$ cat src/lc3b_pkg.sv
package lc3b_pkg;

    typedef logic [15:0] lc3b_word;
    typedef logic [2:0]  lc3b_reg;
    typedef logic [2:0]  lc3b_nzp;

    // full opcode map, unsupported ones decode as nop
    typedef enum logic [3:0] {
        op_br   = 4'b0000,
        op_add  = 4'b0001,
        op_ldb  = 4'b0010,
        op_stb  = 4'b0011,
        op_jsr  = 4'b0100,
        op_and  = 4'b0101,
        op_ldr  = 4'b0110,
        op_str  = 4'b0111,
        op_rti  = 4'b1000,
        op_not  = 4'b1001,
        op_ldi  = 4'b1010,
        op_sti  = 4'b1011,
        op_jmp  = 4'b1100,
        op_shf  = 4'b1101,
        op_lea  = 4'b1110,
        op_trap = 4'b1111
    } lc3b_opcode;

    typedef enum logic [1:0] {
        alu_add,
        alu_and,
        alu_not,
        alu_pass
    } lc3b_aluop;

    // operand source for execute
    typedef enum logic [1:0] {
        fwd_rf,
        fwd_mem,
        fwd_wb
    } lc3b_fwd_sel;

    typedef struct packed {
        lc3b_aluop aluop;
        logic      alumux_imm;
        logic      lea_sel;
        logic      branch;
    } lc3b_ctrl_ex;

    typedef struct packed {
        logic d_read;
        logic d_write;
    } lc3b_ctrl_mem;

    typedef struct packed {
        logic load_regfile;
        logic load_cc;
        // 0 selects alu, 1 selects mdr
        logic mdr_sel;
    } lc3b_ctrl_wb;

    typedef struct packed {
        lc3b_ctrl_ex  ex;
        lc3b_ctrl_mem mem;
        lc3b_ctrl_wb  wb;
    } lc3b_control_word;

    typedef struct packed {
        lc3b_word pc_plus2;
        lc3b_word ir;
        logic     valid;
    } lc3b_if_id;

    typedef struct packed {
        lc3b_control_word cw;
        lc3b_word         pc_plus2;
        lc3b_reg          src1;
        lc3b_reg          src2;
        lc3b_reg          dest;
        lc3b_word         a;
        lc3b_word         b;
        lc3b_word         imm;
        lc3b_word         offset;
        lc3b_nzp          nzp;
    } lc3b_id_ex;

    typedef struct packed {
        lc3b_ctrl_mem mem;
        lc3b_ctrl_wb  wb;
        lc3b_reg      dest;
        lc3b_word     alu;
        lc3b_word     sdata;
    } lc3b_ex_mem;

    typedef struct packed {
        lc3b_ctrl_wb wb;
        lc3b_reg     dest;
        lc3b_word    alu;
        lc3b_word    mdr;
    } lc3b_mem_wb;

    localparam lc3b_word PC_RESET = 16'h0000;
    // BR with nzp 000, never taken
    localparam lc3b_word NOP_IR   = 16'h0000;
    localparam lc3b_nzp  CC_RESET = 3'b010;

endpackage : lc3b_pkg
$ cat src/lc3b_cpu.sv
`timescale 1ns/1ps

module lc3b_cpu (
    input  logic               clk,
    input  logic               i_rst_n,
    // instruction memory
    output logic               o_imem_read,
    output lc3b_pkg::lc3b_word o_imem_addr,
    input  logic               i_imem_resp,
    input  lc3b_pkg::lc3b_word i_imem_rdata,
    // data memory
    output logic               o_dmem_read,
    output logic               o_dmem_write,
    output lc3b_pkg::lc3b_word o_dmem_addr,
    output lc3b_pkg::lc3b_word o_dmem_wdata,
    input  logic               i_dmem_resp,
    input  lc3b_pkg::lc3b_word i_dmem_rdata
);

    import lc3b_pkg::*;

    lc3b_control_word cw;
    lc3b_opcode       opcode;
    logic             ir_5;
    logic             load, stall_id, flush, load_ex, br_taken, wr_mem, wr_wb;
    lc3b_fwd_sel      fwd_a, fwd_b;
    lc3b_reg          src1_id, src2_id, src1_ex, src2_ex, dest_ex, dest_mem, dest_wb;

    lc3b_control u_control (
        .i_opcode(opcode),
        .i_ir_5  (ir_5),
        .o_cw    (cw)
    );

    lc3b_datapath u_datapath (
        .clk, .i_rst_n,
        .i_cw        (cw),
        .o_opcode    (opcode),
        .o_ir_5      (ir_5),
        .o_imem_read, .o_imem_addr, .i_imem_resp, .i_imem_rdata,
        .o_dmem_read, .o_dmem_write, .o_dmem_addr, .o_dmem_wdata,
        .i_dmem_resp, .i_dmem_rdata,
        .i_load      (load),
        .i_stall_id  (stall_id),
        .i_flush     (flush),
        .i_fwd_a     (fwd_a),
        .i_fwd_b     (fwd_b),
        .o_src1_id   (src1_id),
        .o_src2_id   (src2_id),
        .o_src1_ex   (src1_ex),
        .o_src2_ex   (src2_ex),
        .o_dest_ex   (dest_ex),
        .o_dest_mem  (dest_mem),
        .o_dest_wb   (dest_wb),
        .o_wr_mem    (wr_mem),
        .o_wr_wb     (wr_wb),
        .o_load_ex   (load_ex),
        .o_br_taken  (br_taken)
    );

    lc3b_hazard u_hazard (
        .i_imem_read (o_imem_read),
        .i_imem_resp,
        .i_dmem_read (o_dmem_read),
        .i_dmem_write(o_dmem_write),
        .i_dmem_resp,
        .i_load_ex   (load_ex),
        .i_dest_ex   (dest_ex),
        .i_src1_id   (src1_id),
        .i_src2_id   (src2_id),
        .i_br_taken  (br_taken),
        .o_load      (load),
        .o_stall_id  (stall_id),
        .o_flush     (flush)
    );

    lc3b_forwarding u_forwarding (
        .i_src1_ex (src1_ex),
        .i_src2_ex (src2_ex),
        .i_dest_mem(dest_mem),
        .i_dest_wb (dest_wb),
        .i_wr_mem  (wr_mem),
        .i_wr_wb   (wr_wb),
        .o_fwd_a   (fwd_a),
        .o_fwd_b   (fwd_b)
    );

endmodule : lc3b_cpu

$ cat src/lc3b_datapath.sv
`timescale 1ns/1ps

module lc3b_datapath (
    input  logic                       clk,
    input  logic                       i_rst_n,
    input  lc3b_pkg::lc3b_control_word i_cw,
    output lc3b_pkg::lc3b_opcode       o_opcode,
    output logic                       o_ir_5,
    // instruction memory
    output logic                       o_imem_read,
    output lc3b_pkg::lc3b_word         o_imem_addr,
    input  logic                       i_imem_resp,
    input  lc3b_pkg::lc3b_word         i_imem_rdata,
    // data memory
    output logic                       o_dmem_read,
    output logic                       o_dmem_write,
    output lc3b_pkg::lc3b_word         o_dmem_addr,
    output lc3b_pkg::lc3b_word         o_dmem_wdata,
    input  logic                       i_dmem_resp,
    input  lc3b_pkg::lc3b_word         i_dmem_rdata,
    // hazard and forwarding
    input  logic                       i_load,
    input  logic                       i_stall_id,
    input  logic                       i_flush,
    input  lc3b_pkg::lc3b_fwd_sel      i_fwd_a,
    input  lc3b_pkg::lc3b_fwd_sel      i_fwd_b,
    output lc3b_pkg::lc3b_reg          o_src1_id,
    output lc3b_pkg::lc3b_reg          o_src2_id,
    output lc3b_pkg::lc3b_reg          o_src1_ex,
    output lc3b_pkg::lc3b_reg          o_src2_ex,
    output lc3b_pkg::lc3b_reg          o_dest_ex,
    output lc3b_pkg::lc3b_reg          o_dest_mem,
    output lc3b_pkg::lc3b_reg          o_dest_wb,
    output logic                       o_wr_mem,
    output logic                       o_wr_wb,
    output logic                       o_load_ex,
    output logic                       o_br_taken
);

    import lc3b_pkg::*;

    lc3b_word pc, pc_plus2, fetch_ir, ir_buf, rdata_buf, mdr_in;
    logic     imem_done, dmem_done;

    lc3b_if_id        if_id_d, if_id;
    lc3b_id_ex        id_ex_d, id_ex;
    lc3b_ex_mem       ex_mem_d, ex_mem;
    lc3b_mem_wb       mem_wb_d, mem_wb;
    lc3b_control_word cw_id;
    lc3b_word         rf_a, rf_b;

    lc3b_word pc_rel, op_a, op_b, alu_b, alu_out, mem_val, wb_val;
    lc3b_nzp  cc, cc_ex;

    function automatic lc3b_nzp gencc(lc3b_word v);
        if (v[15]) begin
            return 3'b100;
        end
        return (v == '0) ? 3'b010 : 3'b001;
    endfunction

    function automatic lc3b_word pick(lc3b_fwd_sel sel, lc3b_word rf, lc3b_word m,
                                      lc3b_word w);
        case (sel)
            fwd_mem: return m;
            fwd_wb:  return w;
            default: return rf;
        endcase
    endfunction

    // fetch
    assign pc_plus2 = pc + 16'd2;

    always_ff @(posedge clk) begin
        if (!i_rst_n) begin
            pc <= PC_RESET;
        end else if (i_load && i_flush) begin
            pc <= pc_rel;
        end else if (i_load && !i_stall_id) begin
            pc <= pc_plus2;
        end
    end

    // an access answered during a freeze is kept until the pipe moves
    always_ff @(posedge clk) begin
        if (!i_rst_n || i_load) begin
            imem_done <= 1'b0;
            dmem_done <= 1'b0;
        end else begin
            if (i_imem_resp) begin
                imem_done <= 1'b1;
            end
            if (i_dmem_resp) begin
                dmem_done <= 1'b1;
            end
        end
    end

    always_ff @(posedge clk) begin
        if (i_imem_resp) begin
            ir_buf <= i_imem_rdata;
        end
        if (i_dmem_resp) begin
            rdata_buf <= i_dmem_rdata;
        end
    end

    assign o_imem_read = ~imem_done;
    assign o_imem_addr = pc;
    assign fetch_ir    = imem_done ? ir_buf : i_imem_rdata;
    assign if_id_d     = '{pc_plus2: pc_plus2, ir: fetch_ir, valid: 1'b1};

    lc3b_pipe_reg #(
        .payload_t(lc3b_if_id),
        .BUBBLE   (lc3b_if_id'({16'h0000, NOP_IR, 1'b0}))
    ) u_if_id (
        .clk, .i_rst_n,
        .i_load  (i_load & ~i_stall_id),
        .i_bubble(i_flush),
        .i_d     (if_id_d),
        .o_q     (if_id)
    );

    // decode
    assign o_opcode  = lc3b_opcode'(if_id.ir[15:12]);
    assign o_ir_5    = if_id.ir[5];
    assign cw_id     = if_id.valid ? i_cw : '0;
    assign o_src1_id = if_id.ir[8:6];
    // stores read their source register through port b
    assign o_src2_id = cw_id.mem.d_write ? if_id.ir[11:9] : if_id.ir[2:0];

    lc3b_regfile u_regfile (
        .clk, .i_rst_n,
        .i_we   (mem_wb.wb.load_regfile),
        .i_dest (mem_wb.dest),
        .i_wdata(wb_val),
        .i_src_a(o_src1_id),
        .i_src_b(o_src2_id),
        .o_a    (rf_a),
        .o_b    (rf_b)
    );

    always_comb begin
        id_ex_d.cw       = cw_id;
        id_ex_d.pc_plus2 = if_id.pc_plus2;
        id_ex_d.src1     = o_src1_id;
        id_ex_d.src2     = o_src2_id;
        id_ex_d.dest     = if_id.ir[11:9];
        id_ex_d.a        = rf_a;
        id_ex_d.b        = rf_b;
        // offset6 is word scaled for ldr and str, imm5 otherwise
        if (cw_id.mem.d_read || cw_id.mem.d_write) begin
            id_ex_d.imm = {{9{if_id.ir[5]}}, if_id.ir[5:0], 1'b0};
        end else begin
            id_ex_d.imm = {{11{if_id.ir[4]}}, if_id.ir[4:0]};
        end
        id_ex_d.offset = {{6{if_id.ir[8]}}, if_id.ir[8:0], 1'b0};
        id_ex_d.nzp    = if_id.ir[11:9];
    end

    lc3b_pipe_reg #(.payload_t(lc3b_id_ex)) u_id_ex (
        .clk, .i_rst_n,
        .i_load  (i_load),
        .i_bubble(i_stall_id | i_flush),
        .i_d     (id_ex_d),
        .o_q     (id_ex)
    );

    // execute
    assign mem_val = ex_mem.wb.mdr_sel ? mdr_in : ex_mem.alu;
    assign wb_val  = mem_wb.wb.mdr_sel ? mem_wb.mdr : mem_wb.alu;
    assign op_a    = pick(i_fwd_a, id_ex.a, mem_val, wb_val);
    assign op_b    = pick(i_fwd_b, id_ex.b, mem_val, wb_val);
    assign pc_rel  = id_ex.pc_plus2 + id_ex.offset;

    always_comb begin
        if (id_ex.cw.ex.lea_sel) begin
            alu_b = pc_rel;
        end else if (id_ex.cw.ex.alumux_imm) begin
            alu_b = id_ex.imm;
        end else begin
            alu_b = op_b;
        end
        case (id_ex.cw.ex.aluop)
            alu_add: alu_out = op_a + alu_b;
            alu_and: alu_out = op_a & alu_b;
            alu_not: alu_out = ~op_a;
            default: alu_out = alu_b;
        endcase
    end

    // cc as it will be once the older instructions retire
    always_comb begin
        if (ex_mem.wb.load_cc) begin
            cc_ex = gencc(mem_val);
        end else if (mem_wb.wb.load_cc) begin
            cc_ex = gencc(wb_val);
        end else begin
            cc_ex = cc;
        end
    end

    assign o_br_taken = id_ex.cw.ex.branch & |(id_ex.nzp & cc_ex);
    assign ex_mem_d   = '{mem: id_ex.cw.mem, wb: id_ex.cw.wb, dest: id_ex.dest,
                          alu: alu_out, sdata: op_b};

    lc3b_pipe_reg #(.payload_t(lc3b_ex_mem)) u_ex_mem (
        .clk, .i_rst_n,
        .i_load  (i_load),
        .i_bubble(1'b0),
        .i_d     (ex_mem_d),
        .o_q     (ex_mem)
    );

    // memory
    assign o_dmem_read  = ex_mem.mem.d_read & ~dmem_done;
    assign o_dmem_write = ex_mem.mem.d_write & ~dmem_done;
    assign o_dmem_addr  = ex_mem.alu;
    assign o_dmem_wdata = ex_mem.sdata;
    assign mdr_in       = dmem_done ? rdata_buf : i_dmem_rdata;
    assign mem_wb_d     = '{wb: ex_mem.wb, dest: ex_mem.dest, alu: ex_mem.alu, mdr: mdr_in};

    lc3b_pipe_reg #(.payload_t(lc3b_mem_wb)) u_mem_wb (
        .clk, .i_rst_n,
        .i_load  (i_load),
        .i_bubble(1'b0),
        .i_d     (mem_wb_d),
        .o_q     (mem_wb)
    );

    // writeback, the regfile write happens inside u_regfile
    always_ff @(posedge clk) begin
        if (!i_rst_n) begin
            cc <= CC_RESET;
        end else if (mem_wb.wb.load_cc) begin
            cc <= gencc(wb_val);
        end
    end

    assign o_src1_ex  = id_ex.src1;
    assign o_src2_ex  = id_ex.src2;
    assign o_dest_ex  = id_ex.dest;
    assign o_load_ex  = id_ex.cw.mem.d_read;
    assign o_dest_mem = ex_mem.dest;
    assign o_dest_wb  = mem_wb.dest;
    assign o_wr_mem   = ex_mem.wb.load_regfile;
    assign o_wr_wb    = mem_wb.wb.load_regfile;

    a_dmem_one_strobe: assert property (@(posedge clk) disable iff (!i_rst_n)
        !(o_dmem_read && o_dmem_write));

    // a pending data access holds its strobe and address until resp
    a_dmem_hold: assert property (@(posedge clk) disable iff (!i_rst_n)
        (o_dmem_read || o_dmem_write) && !i_dmem_resp |=>
        $stable({o_dmem_read, o_dmem_write, o_dmem_addr, o_dmem_wdata}));

endmodule : lc3b_datapath

$ cat src/lc3b_hazard.sv
`timescale 1ns/1ps

module lc3b_hazard (
    input  logic              i_imem_read,
    input  logic              i_imem_resp,
    input  logic              i_dmem_read,
    input  logic              i_dmem_write,
    input  logic              i_dmem_resp,
    input  logic              i_load_ex,
    input  lc3b_pkg::lc3b_reg i_dest_ex,
    input  lc3b_pkg::lc3b_reg i_src1_id,
    input  lc3b_pkg::lc3b_reg i_src2_id,
    input  logic              i_br_taken,
    output logic              o_load,
    output logic              o_stall_id,
    output logic              o_flush
);

    logic imem_wait;
    logic dmem_wait;
    logic use_hit;

    // any access still waiting for resp freezes the whole pipe
    assign imem_wait = i_imem_read & ~i_imem_resp;
    assign dmem_wait = (i_dmem_read | i_dmem_write) & ~i_dmem_resp;
    assign o_load    = ~(imem_wait | dmem_wait);

    // load in ex feeding the instruction in decode
    assign use_hit    = i_load_ex & (i_dest_ex == i_src1_id || i_dest_ex == i_src2_id);
    assign o_stall_id = o_load & use_hit;
    assign o_flush    = o_load & i_br_taken;

    // a branch in ex is never a load, so the two cannot meet
    always_comb begin
        a_flush_xor_stall: assert final (!(o_load && o_flush && o_stall_id));
    end

endmodule : lc3b_hazard

$ cat src/lc3b_forwarding.sv
`timescale 1ns/1ps

module lc3b_forwarding (
    input  lc3b_pkg::lc3b_reg     i_src1_ex,
    input  lc3b_pkg::lc3b_reg     i_src2_ex,
    input  lc3b_pkg::lc3b_reg     i_dest_mem,
    input  lc3b_pkg::lc3b_reg     i_dest_wb,
    input  logic                  i_wr_mem,
    input  logic                  i_wr_wb,
    output lc3b_pkg::lc3b_fwd_sel o_fwd_a,
    output lc3b_pkg::lc3b_fwd_sel o_fwd_b
);

    import lc3b_pkg::*;

    // newest writer wins, mem is younger than wb
    function automatic lc3b_fwd_sel pick(lc3b_reg src);
        if (i_wr_mem && i_dest_mem == src) begin
            return fwd_mem;
        end else if (i_wr_wb && i_dest_wb == src) begin
            return fwd_wb;
        end
        return fwd_rf;
    endfunction

    assign o_fwd_a = pick(i_src1_ex);
    assign o_fwd_b = pick(i_src2_ex);

    always_comb begin
        a_no_stale_mem: assert final (i_wr_mem ||
            (o_fwd_a != fwd_mem && o_fwd_b != fwd_mem));
    end

endmodule : lc3b_forwarding

$ cat src/lc3b_pipe_reg.sv
`timescale 1ns/1ps

module lc3b_pipe_reg #(
    parameter type      payload_t = logic [15:0],
    parameter payload_t BUBBLE    = '0
) (
    input  logic     clk,
    input  logic     i_rst_n,
    input  logic     i_load,
    input  logic     i_bubble,
    input  payload_t i_d,
    output payload_t o_q
);

    always_ff @(posedge clk) begin
        if (!i_rst_n) begin
            o_q <= BUBBLE;
        end else if (i_load) begin
            o_q <= i_bubble ? BUBBLE : i_d;
        end
    end

    // bubble comes from hazard logic in other modules
    a_bubble_known: assert property (@(posedge clk) disable iff (!i_rst_n)
        !$isunknown(i_bubble));

endmodule : lc3b_pipe_reg

$ cat src/lc3b_regfile.sv
`timescale 1ns/1ps

module lc3b_regfile (
    input  logic               clk,
    input  logic               i_rst_n,
    input  logic               i_we,
    input  lc3b_pkg::lc3b_reg  i_dest,
    input  lc3b_pkg::lc3b_word i_wdata,
    input  lc3b_pkg::lc3b_reg  i_src_a,
    input  lc3b_pkg::lc3b_reg  i_src_b,
    output lc3b_pkg::lc3b_word o_a,
    output lc3b_pkg::lc3b_word o_b
);

    import lc3b_pkg::*;

    lc3b_word regs [8];

    always_ff @(posedge clk) begin
        if (!i_rst_n) begin
            regs <= '{default: '0};
        end else if (i_we) begin
            regs[i_dest] <= i_wdata;
        end
    end

    // write-through so decode sees the value retiring this cycle
    assign o_a = (i_we && i_dest == i_src_a) ? i_wdata : regs[i_src_a];
    assign o_b = (i_we && i_dest == i_src_b) ? i_wdata : regs[i_src_b];

endmodule : lc3b_regfile

$ cat src/lc3b_control.sv
`timescale 1ns/1ps

module lc3b_control (
    input  lc3b_pkg::lc3b_opcode       i_opcode,
    input  logic                       i_ir_5,
    output lc3b_pkg::lc3b_control_word o_cw
);

    import lc3b_pkg::*;

    always_comb begin
        o_cw = '0;
        case (i_opcode)
            op_add: begin
                o_cw.ex.aluop        = alu_add;
                o_cw.ex.alumux_imm   = i_ir_5;
                o_cw.wb.load_regfile = 1'b1;
                o_cw.wb.load_cc      = 1'b1;
            end
            op_and: begin
                o_cw.ex.aluop        = alu_and;
                o_cw.ex.alumux_imm   = i_ir_5;
                o_cw.wb.load_regfile = 1'b1;
                o_cw.wb.load_cc      = 1'b1;
            end
            op_not: begin
                o_cw.ex.aluop        = alu_not;
                o_cw.wb.load_regfile = 1'b1;
                o_cw.wb.load_cc      = 1'b1;
            end
            op_ldr: begin
                // base + offset6 through the alu
                o_cw.ex.aluop        = alu_add;
                o_cw.ex.alumux_imm   = 1'b1;
                o_cw.mem.d_read      = 1'b1;
                o_cw.wb.load_regfile = 1'b1;
                o_cw.wb.load_cc      = 1'b1;
                o_cw.wb.mdr_sel      = 1'b1;
            end
            op_str: begin
                o_cw.ex.aluop        = alu_add;
                o_cw.ex.alumux_imm   = 1'b1;
                o_cw.mem.d_write     = 1'b1;
            end
            op_br: begin
                o_cw.ex.branch = 1'b1;
            end
            op_lea: begin
                // lc-3b lea leaves cc alone
                o_cw.ex.aluop        = alu_pass;
                o_cw.ex.lea_sel      = 1'b1;
                o_cw.wb.load_regfile = 1'b1;
            end
            default: o_cw = '0;
        endcase
    end

endmodule : lc3b_control

$ cat config.mk
export PLATFORM = sky130hd
export DESIGN_NAME = lc3b_cpu
export DESIGN_NICKNAME = d
export VERILOG_FILES = /design/src/lc3b_pkg.sv /design/src/lc3b_cpu.sv /design/src/lc3b_datapath.sv /design/src/lc3b_hazard.sv /design/src/lc3b_forwarding.sv /design/src/lc3b_pipe_reg.sv /design/src/lc3b_regfile.sv /design/src/lc3b_control.sv
export SDC_FILE = /design/constraint.sdc
export NUM_CORES = 1
export LEC_CHECK = 0
export ABC_AREA = 1
export BUFFER_PORTS_ARGS = -buffer_cell sky130_fd_sc_hd__clkbuf_2
export CAP_MARGIN = 40
export CORE_ASPECT_RATIO = 0.9
export CORE_UTILIZATION = 47
export DETAILED_ROUTE_END_ITERATION = 16
export SYNTH_ARGS = -nofsm -noshare
export SYNTH_HDL_FRONTEND = slang
export SYNTH_SLANG_ARGS = --single-unit
$ cat constraint.sdc
create_clock -name clk -period 4.5 [get_ports clk]
set_clock_uncertainty 0.2 [all_clocks]
set_input_delay 0.9 -clock clk [delete_from_list [all_inputs] [get_ports clk]]
set_output_delay 0.9 -clock clk [all_outputs]
set_load 0.05 [all_outputs]
# == Word level (Yosys, flattened, before mapping) ==
# Index checks and enable logic that the tools add are counted.
# totals
ff_bits,394
in_bits,36
out_inout_bits,51
wordCells,184
# classes
add_sub_neg,3
magnitude_cmp,4
eq_ne,20
n_mux,60
bitwise_logic,24
n_reduce_logical,24
# op_table
cell,count
2-to-1 mux 16 bit,16
bitwise mux 128 bit,1
2-to-1 mux 102 bit,1
binary-select mux 16 bit (select 3 bit),2
one-hot mux 16 bit (2 select lines),2
demux 16 bit (select 3 bit),1
one-hot mux 16 bit (3 select lines),1
2-to-1 mux 33 bit,1
adder 16 bit,2
zero test 16 bit,2
equality test 3 bit,8
2-to-1 mux 3 bit,8
adder 16 x 2 -> 16 bit (second input constant),1
AND 16 bit,1
2-to-1 mux 1 bit,16
2-to-1 mux 2 bit,8
inverter 16 bit,1
equality test 4 x 3 -> 1 bit (second input constant),3
greater-or-equal comparator 4 bit (second input constant),3
inverter 3 -> 4 bit,3
2-to-1 mux 10 bit,1
AND 1 bit,9
logical AND 1 bit,9
equality test 4 bit (second input constant),2
18 further kinds,33

# == Depth between registers and ports, before layout ==
# logic_depth
word_depth,13
depth_mapped,29
mapped_depth_nobuf,29

# == Cells and area by module ==
# From an unflattened synthesis, not the netlist that was laid out.
# unflattened
hier_cells,3413
area_unflattened_um2,22417.8
# modules_own_cells
module,n_inst,cells_per_inst,area_per_inst_um2,seq_area_each_um2
lc3b_regfile,1,1214,7398.3,2562.5
lc3b_datapath,1,1131,6572.6,1381.3
lc3b_pipe_reg at u_datapath.u_id_ex,1,455,3723.6,2042.0
lc3b_pipe_reg at u_datapath.u_ex_mem,1,180,1576.5,800.8
lc3b_pipe_reg at u_datapath.u_mem_wb,1,171,1411.4,760.7
lc3b_pipe_reg at u_datapath.u_if_id,1,148,1236.2,660.6
lc3b_forwarding,1,59,241.5,0.0
lc3b_hazard,1,27,132.6,0.0
lc3b_control,1,28,125.1,0.0

# == Worst setup path before layout ==
# No wires, ideal clock.
# synth_timing
path_type,register to register
from,register u_datapath.u_id_ex.o_q[4] in the netlist's numbering
to,register u_datapath.u_ex_mem.o_q[30] in the netlist's numbering
setup_time_ns,0.074
arrival_time_ns,3.229
required_time_ns,4.226
path_slack_ns,0.997
stages_incl_launch_ff,24
n_path_buf,0
period_less_slack_ns,3.503
cell_sequence,dfxtp_1 > ha_1 > inv_1 > fa_1 > nand3b_1 > nand2_1 > a21boi_0 > o21ai_0 > a21oi_1 > xor2_1 > o21ai_0 > inv_1 > ha_1 > nand2_1 > nand2_1 > a21oi_1 > o21ai_0 > a21oi_1 > nand2_1 > nand2_1 > nand3_1 > a21oi_1 > nand2_1 > o21ai_0
# synth_via
elab_chain_cells,4
word_cells_on_any_way,5
cone_classes,add/sub (2); mux (2); bitwise (1)
# synth_lines
element,line,text
"start, declared",lc3b_pipe_reg.sv:12,output payload_t o_q
"start signal, assigned",lc3b_pipe_reg.sv:19,o_q <= i_bubble ? BUBBLE : i_d;
adder 16 bit *,lc3b_datapath.sv:174,assign pc_rel = id_ex.pc_plus2 + id_ex.offset;
2-to-1 mux 16 bit *,lc3b_datapath.sv:177,if (id_ex.cw.ex.lea_sel) begin
adder 16 bit / AND 16 bit (equally long branches),"lc3b_datapath.sv:185, lc3b_datapath.sv:186",
one-hot mux 16 bit (3 select lines) *,lc3b_datapath.sv:184,case (id_ex.cw.ex.aluop)
"end signal, assigned",lc3b_pipe_reg.sv:19,
"end, declared",lc3b_pipe_reg.sv:12,
# Mark *: on every way between the ends. The rest lies on a longest branch, timed or not.
# A chain may end at the register's enable or synchronous reset.

# == Final worst setup path ==
# layout_timing
from,register u_datapath.u_id_ex.o_q[4] in the netlist's numbering
to,register u_datapath.u_ex_mem.o_q[28] in the netlist's numbering
# The elaborated chain is that of the path after synthesis.

==> flow_metrics.env <==
export IMPL_status="complete, no violations"
export IMPL_syn_area_um2=19810
export IMPL_cap_viol_max_count=0
export IMPL_slew_headroom_pct=39.19
export IMPL_cts_sinks=369
export IMPL_path_class="reg -> reg"
export IMPL_cts_clk_slew_worst_paths_ns=0.06
export IMPL_setup_viol=0
export IMPL_r2r_end="u_datapath.u_ex_mem.o_q[28]"
export IMPL_clkLatencyLatePin_ns=0.57
export IMPL_detail_route_antenna_nets=0
export IMPL_area_growth_syn_to_layout_pct=10.26
export IMPL_dieArea_um2=42980
export IMPL_hold_violations=0
export IMPL_core_um2=41080
export IMPL_worstMarginPinSlew_ns=0.9027
export IMPL_clock_fmax_mhz=244.6
export IMPL_synth_most_common_cell="nand2_1"
export IMPL_yosysSeqAreaShare_pct=38.90
export IMPL_antenna_found_initial=0
export IMPL_drt_iter0_drc=2393
export IMPL_total_power_mw=7.882
export IMPL_avgSynthCellArea_um2=7.005
export IMPL_fp_dieH_um=196.8
export IMPL_p_leak_nw=9.096
export IMPL_synthTopCellsByCount="605 x nand2_1, 337 x dfxtp_1, 334 x o21ai_0"
export IMPL_routed_via_count=19740
export IMPL_hold_path_class="reg -> reg"
export IMPL_wl_per_cell_um=20.73
export IMPL_synth_seq_cells=369
export IMPL_first_global_vias=18070
export IMPL_yosys_area_top_type="dfxtp_1"
export IMPL_stdcell_area_um2=21840
export IMPL_start_util_pct=48.23
export IMPL_synth_fp_nets=2897
export IMPL_io_buffer_count=86
export IMPL_setup_tns_ns=0
export IMPL_yosys_warnings=0
export IMPL_crit_path_max_fanout=6
export IMPL_dpl_hpwl_um=47970
export IMPL_gp_congestion=0.9282
export IMPL_endpoint_kind="flip-flop"
export IMPL_finalCritPeriodShare_pct=90.85
export IMPL_die_w_um=218.4
export IMPL_ios=87
export IMPL_wirelength_um=70040
export IMPL_grtUsageTotal_pct=32.29
export IMPL_synthAdderAreaFrac_pct=2.160
export IMPL_setup_worst_path_end="u_datapath.u_ex_mem.o_q[28]"
export IMPL_cts_made_buffers=42
export IMPL_synth_distinct_cells=53
export IMPL_worstPathArrival_ns=4.34
export IMPL_synthMuxAreaShare_pct=0.6063
export IMPL_cts_tree="built"
export IMPL_layout_drive_gt1_share_pct=10.04
export IMPL_grt_pass1_wl_um=107600
export IMPL_synth_ff_type="dfxtp_1"
export IMPL_required_ns=4.75
export IMPL_grt_start_max_net_pins=95
export IMPL_synth_top_family_by_area="compound AO/OA/AOI/OAI gates"
export IMPL_synth_compound_area_share_pct=24.61
export IMPL_diodes=0
export IMPL_num_rows=70
export IMPL_async_reset_ff_share_pct=0
export IMPL_fin_nets=2876
export IMPL_power_per_cell_area_nw_per_um2=360.8
export IMPL_root_buffer="clkbuf_16"
export IMPL_ys_top_cells_by_area="dfxtp_1 34%, nand2_1 11%, o21ai_0 8.4%, a21oi_1 6.7%, nand3_1 5.4%"
export IMPL_maxSlewViolCount=0
export IMPL_filler_cell_count=4067
export IMPL_gr_total_overflow=0
export IMPL_clock_path_buffers=3
export IMPL_critPathLaunchType="flip-flop"
export IMPL_rrSetupSlack_ns=0.41
export IMPL_finalCriticalPeriod_ns=4.088
export IMPL_r2r_start="u_datapath.u_id_ex.o_q[4]"
export IMPL_rsz0062_at_grt="no"
export IMPL_h_tree_depth=2
export IMPL_startpoint="u_datapath.u_id_ex.o_q[4]"
export IMPL_drtPass1Iterations=5
export IMPL_synth_edf_count=32
export IMPL_synth_xor_area_share_pct=1.282
export IMPL_drt_vias_per_instance=5.843
export IMPL_syn_inst=2828
export IMPL_synthSimpleGateAreaFrac_pct=22.10
export IMPL_yosysTopAreaCellShare_pct=34.05
export IMPL_seq_area_um2=7709
export IMPL_post_cts_buffers=0
export IMPL_multi_input_area_um2=10080
export IMPL_drcViolationCount=0
export IMPL_place_area_um2=20490
export IMPL_ir_drop_mv=0.3479
export IMPL_rr_worst_depth=20
[metal layers]
layer	part of all wire, %	track usage, %	vias up	wire length (um)
met2	42	46.73	882	29150
li1	-	-	9487	-
met5	0	0	-	0
met3	8.8	5.864	133	6176
met1	47	47.69	9234	32680
met4	2.9	10.75	0	2028
[worst min-delay path by stage]
stage                                     from                         end  slack (ns)  depth (start not counted)
global placement    u_datapath.u_id_ex.o_q[85]  u_datapath.u_id_ex.o_q[85]        0.25                          2
finish              u_datapath.u_id_ex.o_q[85]  u_datapath.u_id_ex.o_q[85]        0.26                          2
CTS                 u_datapath.u_id_ex.o_q[85]  u_datapath.u_id_ex.o_q[85]        0.26                          2
floorplan           u_datapath.u_id_ex.o_q[35]  u_datapath.u_id_ex.o_q[35]        0.23                          2
detailed placement  u_datapath.u_id_ex.o_q[85]  u_datapath.u_id_ex.o_q[85]        0.25                          2
global route         u_datapath.u_id_ex.o_q[7]   u_datapath.u_id_ex.o_q[7]        0.28                          2
[cell usage in the layout (no fill, tap or decap), types with 5 or more instances in the layout]
cell type / instances
o221ai_1: 8
o22ai_1: 59
a311oi_1: 16
clkbuf_1: 16
a31o_2: 5
nor2_1: 208
o31ai_1: 6
xor2_1: 20
a22o_1: 12
nor3_1: 5
o311ai_0: 6
inv_1: 244
o21ai_1: 14
clkbuf_2: 85
buf_4: 69
a21oi_1: 264
a211oi_1: 10
o21ai_2: 8
o22ai_2: 23
mux2i_1: 12
o21ai_0: 332
dfxtp_1: 336
ha_1: 31
xnor2_1: 9
clkbuf_8: 7
o211ai_1: 48
edfxtp_1: 32
clkbuf_16: 43
nand2_1: 604
nand2_2: 8
a31oi_1: 9
nand3_1: 212
clkinv_1: 5
nand4_1: 13
[final cells by class]
class,count,area share (%)
multi-input combinational,1979,46.16
clock buffer,66,5.642
sequential,369,35.29
tap,540,3.093
clock inverter,9,0.4812
timing repair buffer,161,4.960
inverter,254,4.376
[through the flow]
step | setup WS, ns | hold WS [ns] | utilization [%] | std cells
floorplan | 0.9969 | 0.2286 | - | 2828
global placement | 0.1949 | 0.2462 | 49.72 | 3298
detailed placement | 0.4506 | 0.2477 | 49.89 | 3302
CTS | 0.4122 | 0.2586 | 53.15 | 3377
global route | 0.03276 | 0.2758 | 53.18 | 3378
finish | 0.4119 | 0.2576 | 53.18 | 3378
[sequential cells by signal, indices dropped and copies added, names as in the netlist, 16 cells and up]
name and count:
u_datapath.ir_buf 16, u_datapath.u_ex_mem.o_q 39, u_datapath.u_regfile.regs 128, u_datapath.o_imem_addr 16, u_datapath.u_if_id.o_q 33, u_datapath.u_mem_wb.o_q 38, u_datapath.rdata_buf 16, u_datapath.u_id_ex.o_q 78
[kinds of logic after synthesis]
logic type | count (synthesis)
buffers and inverters | 480
xor gates and xnor gates | 29
muxes | 12
AOI/OAI and AO/OA | 838
DFF | 369
adders and majority gates | 33
and+or+nand+nor | 1067
[critical path, cell delays in order, from the launching register on]
cell,delay (ns)
dfxtp_1,0.33
ha_1,0.17
inv_1,0.06
fa_1,0.40
nand3b_1,0.17
nand2_1,0.14
a21boi_0,0.17
o21ai_1,0.24
xor2_1,0.42
o21ai_0,0.21
inv_1,0.10
ha_1,0.28
a21oi_1,0.24
inv_1,0.09
a21oi_1,0.13
nand3_1,0.12
o21ai_0,0.17
a21o_1,0.10
a21oi_1,0.06
o21ai_0,0.11
nand2_1,0.07
[repair_timing]
action                                  4_1_cts  5_1_grt
resized for setup                             0        2
endpoints found under the hold margin         0        0
endpoints found under the setup margin        0        1
hold buffers                                  0        0
[report_power, final]
part / total [mW] / internal [mW] / switching, mW
Clock: 3.39 / 1.99 / 1.40
Sequential: 3.51 / 3.42 / 0.0819
Combinational: 0.983 / 0.279 / 0.704
No activity file was read; power rests on OpenSTA's default activity.
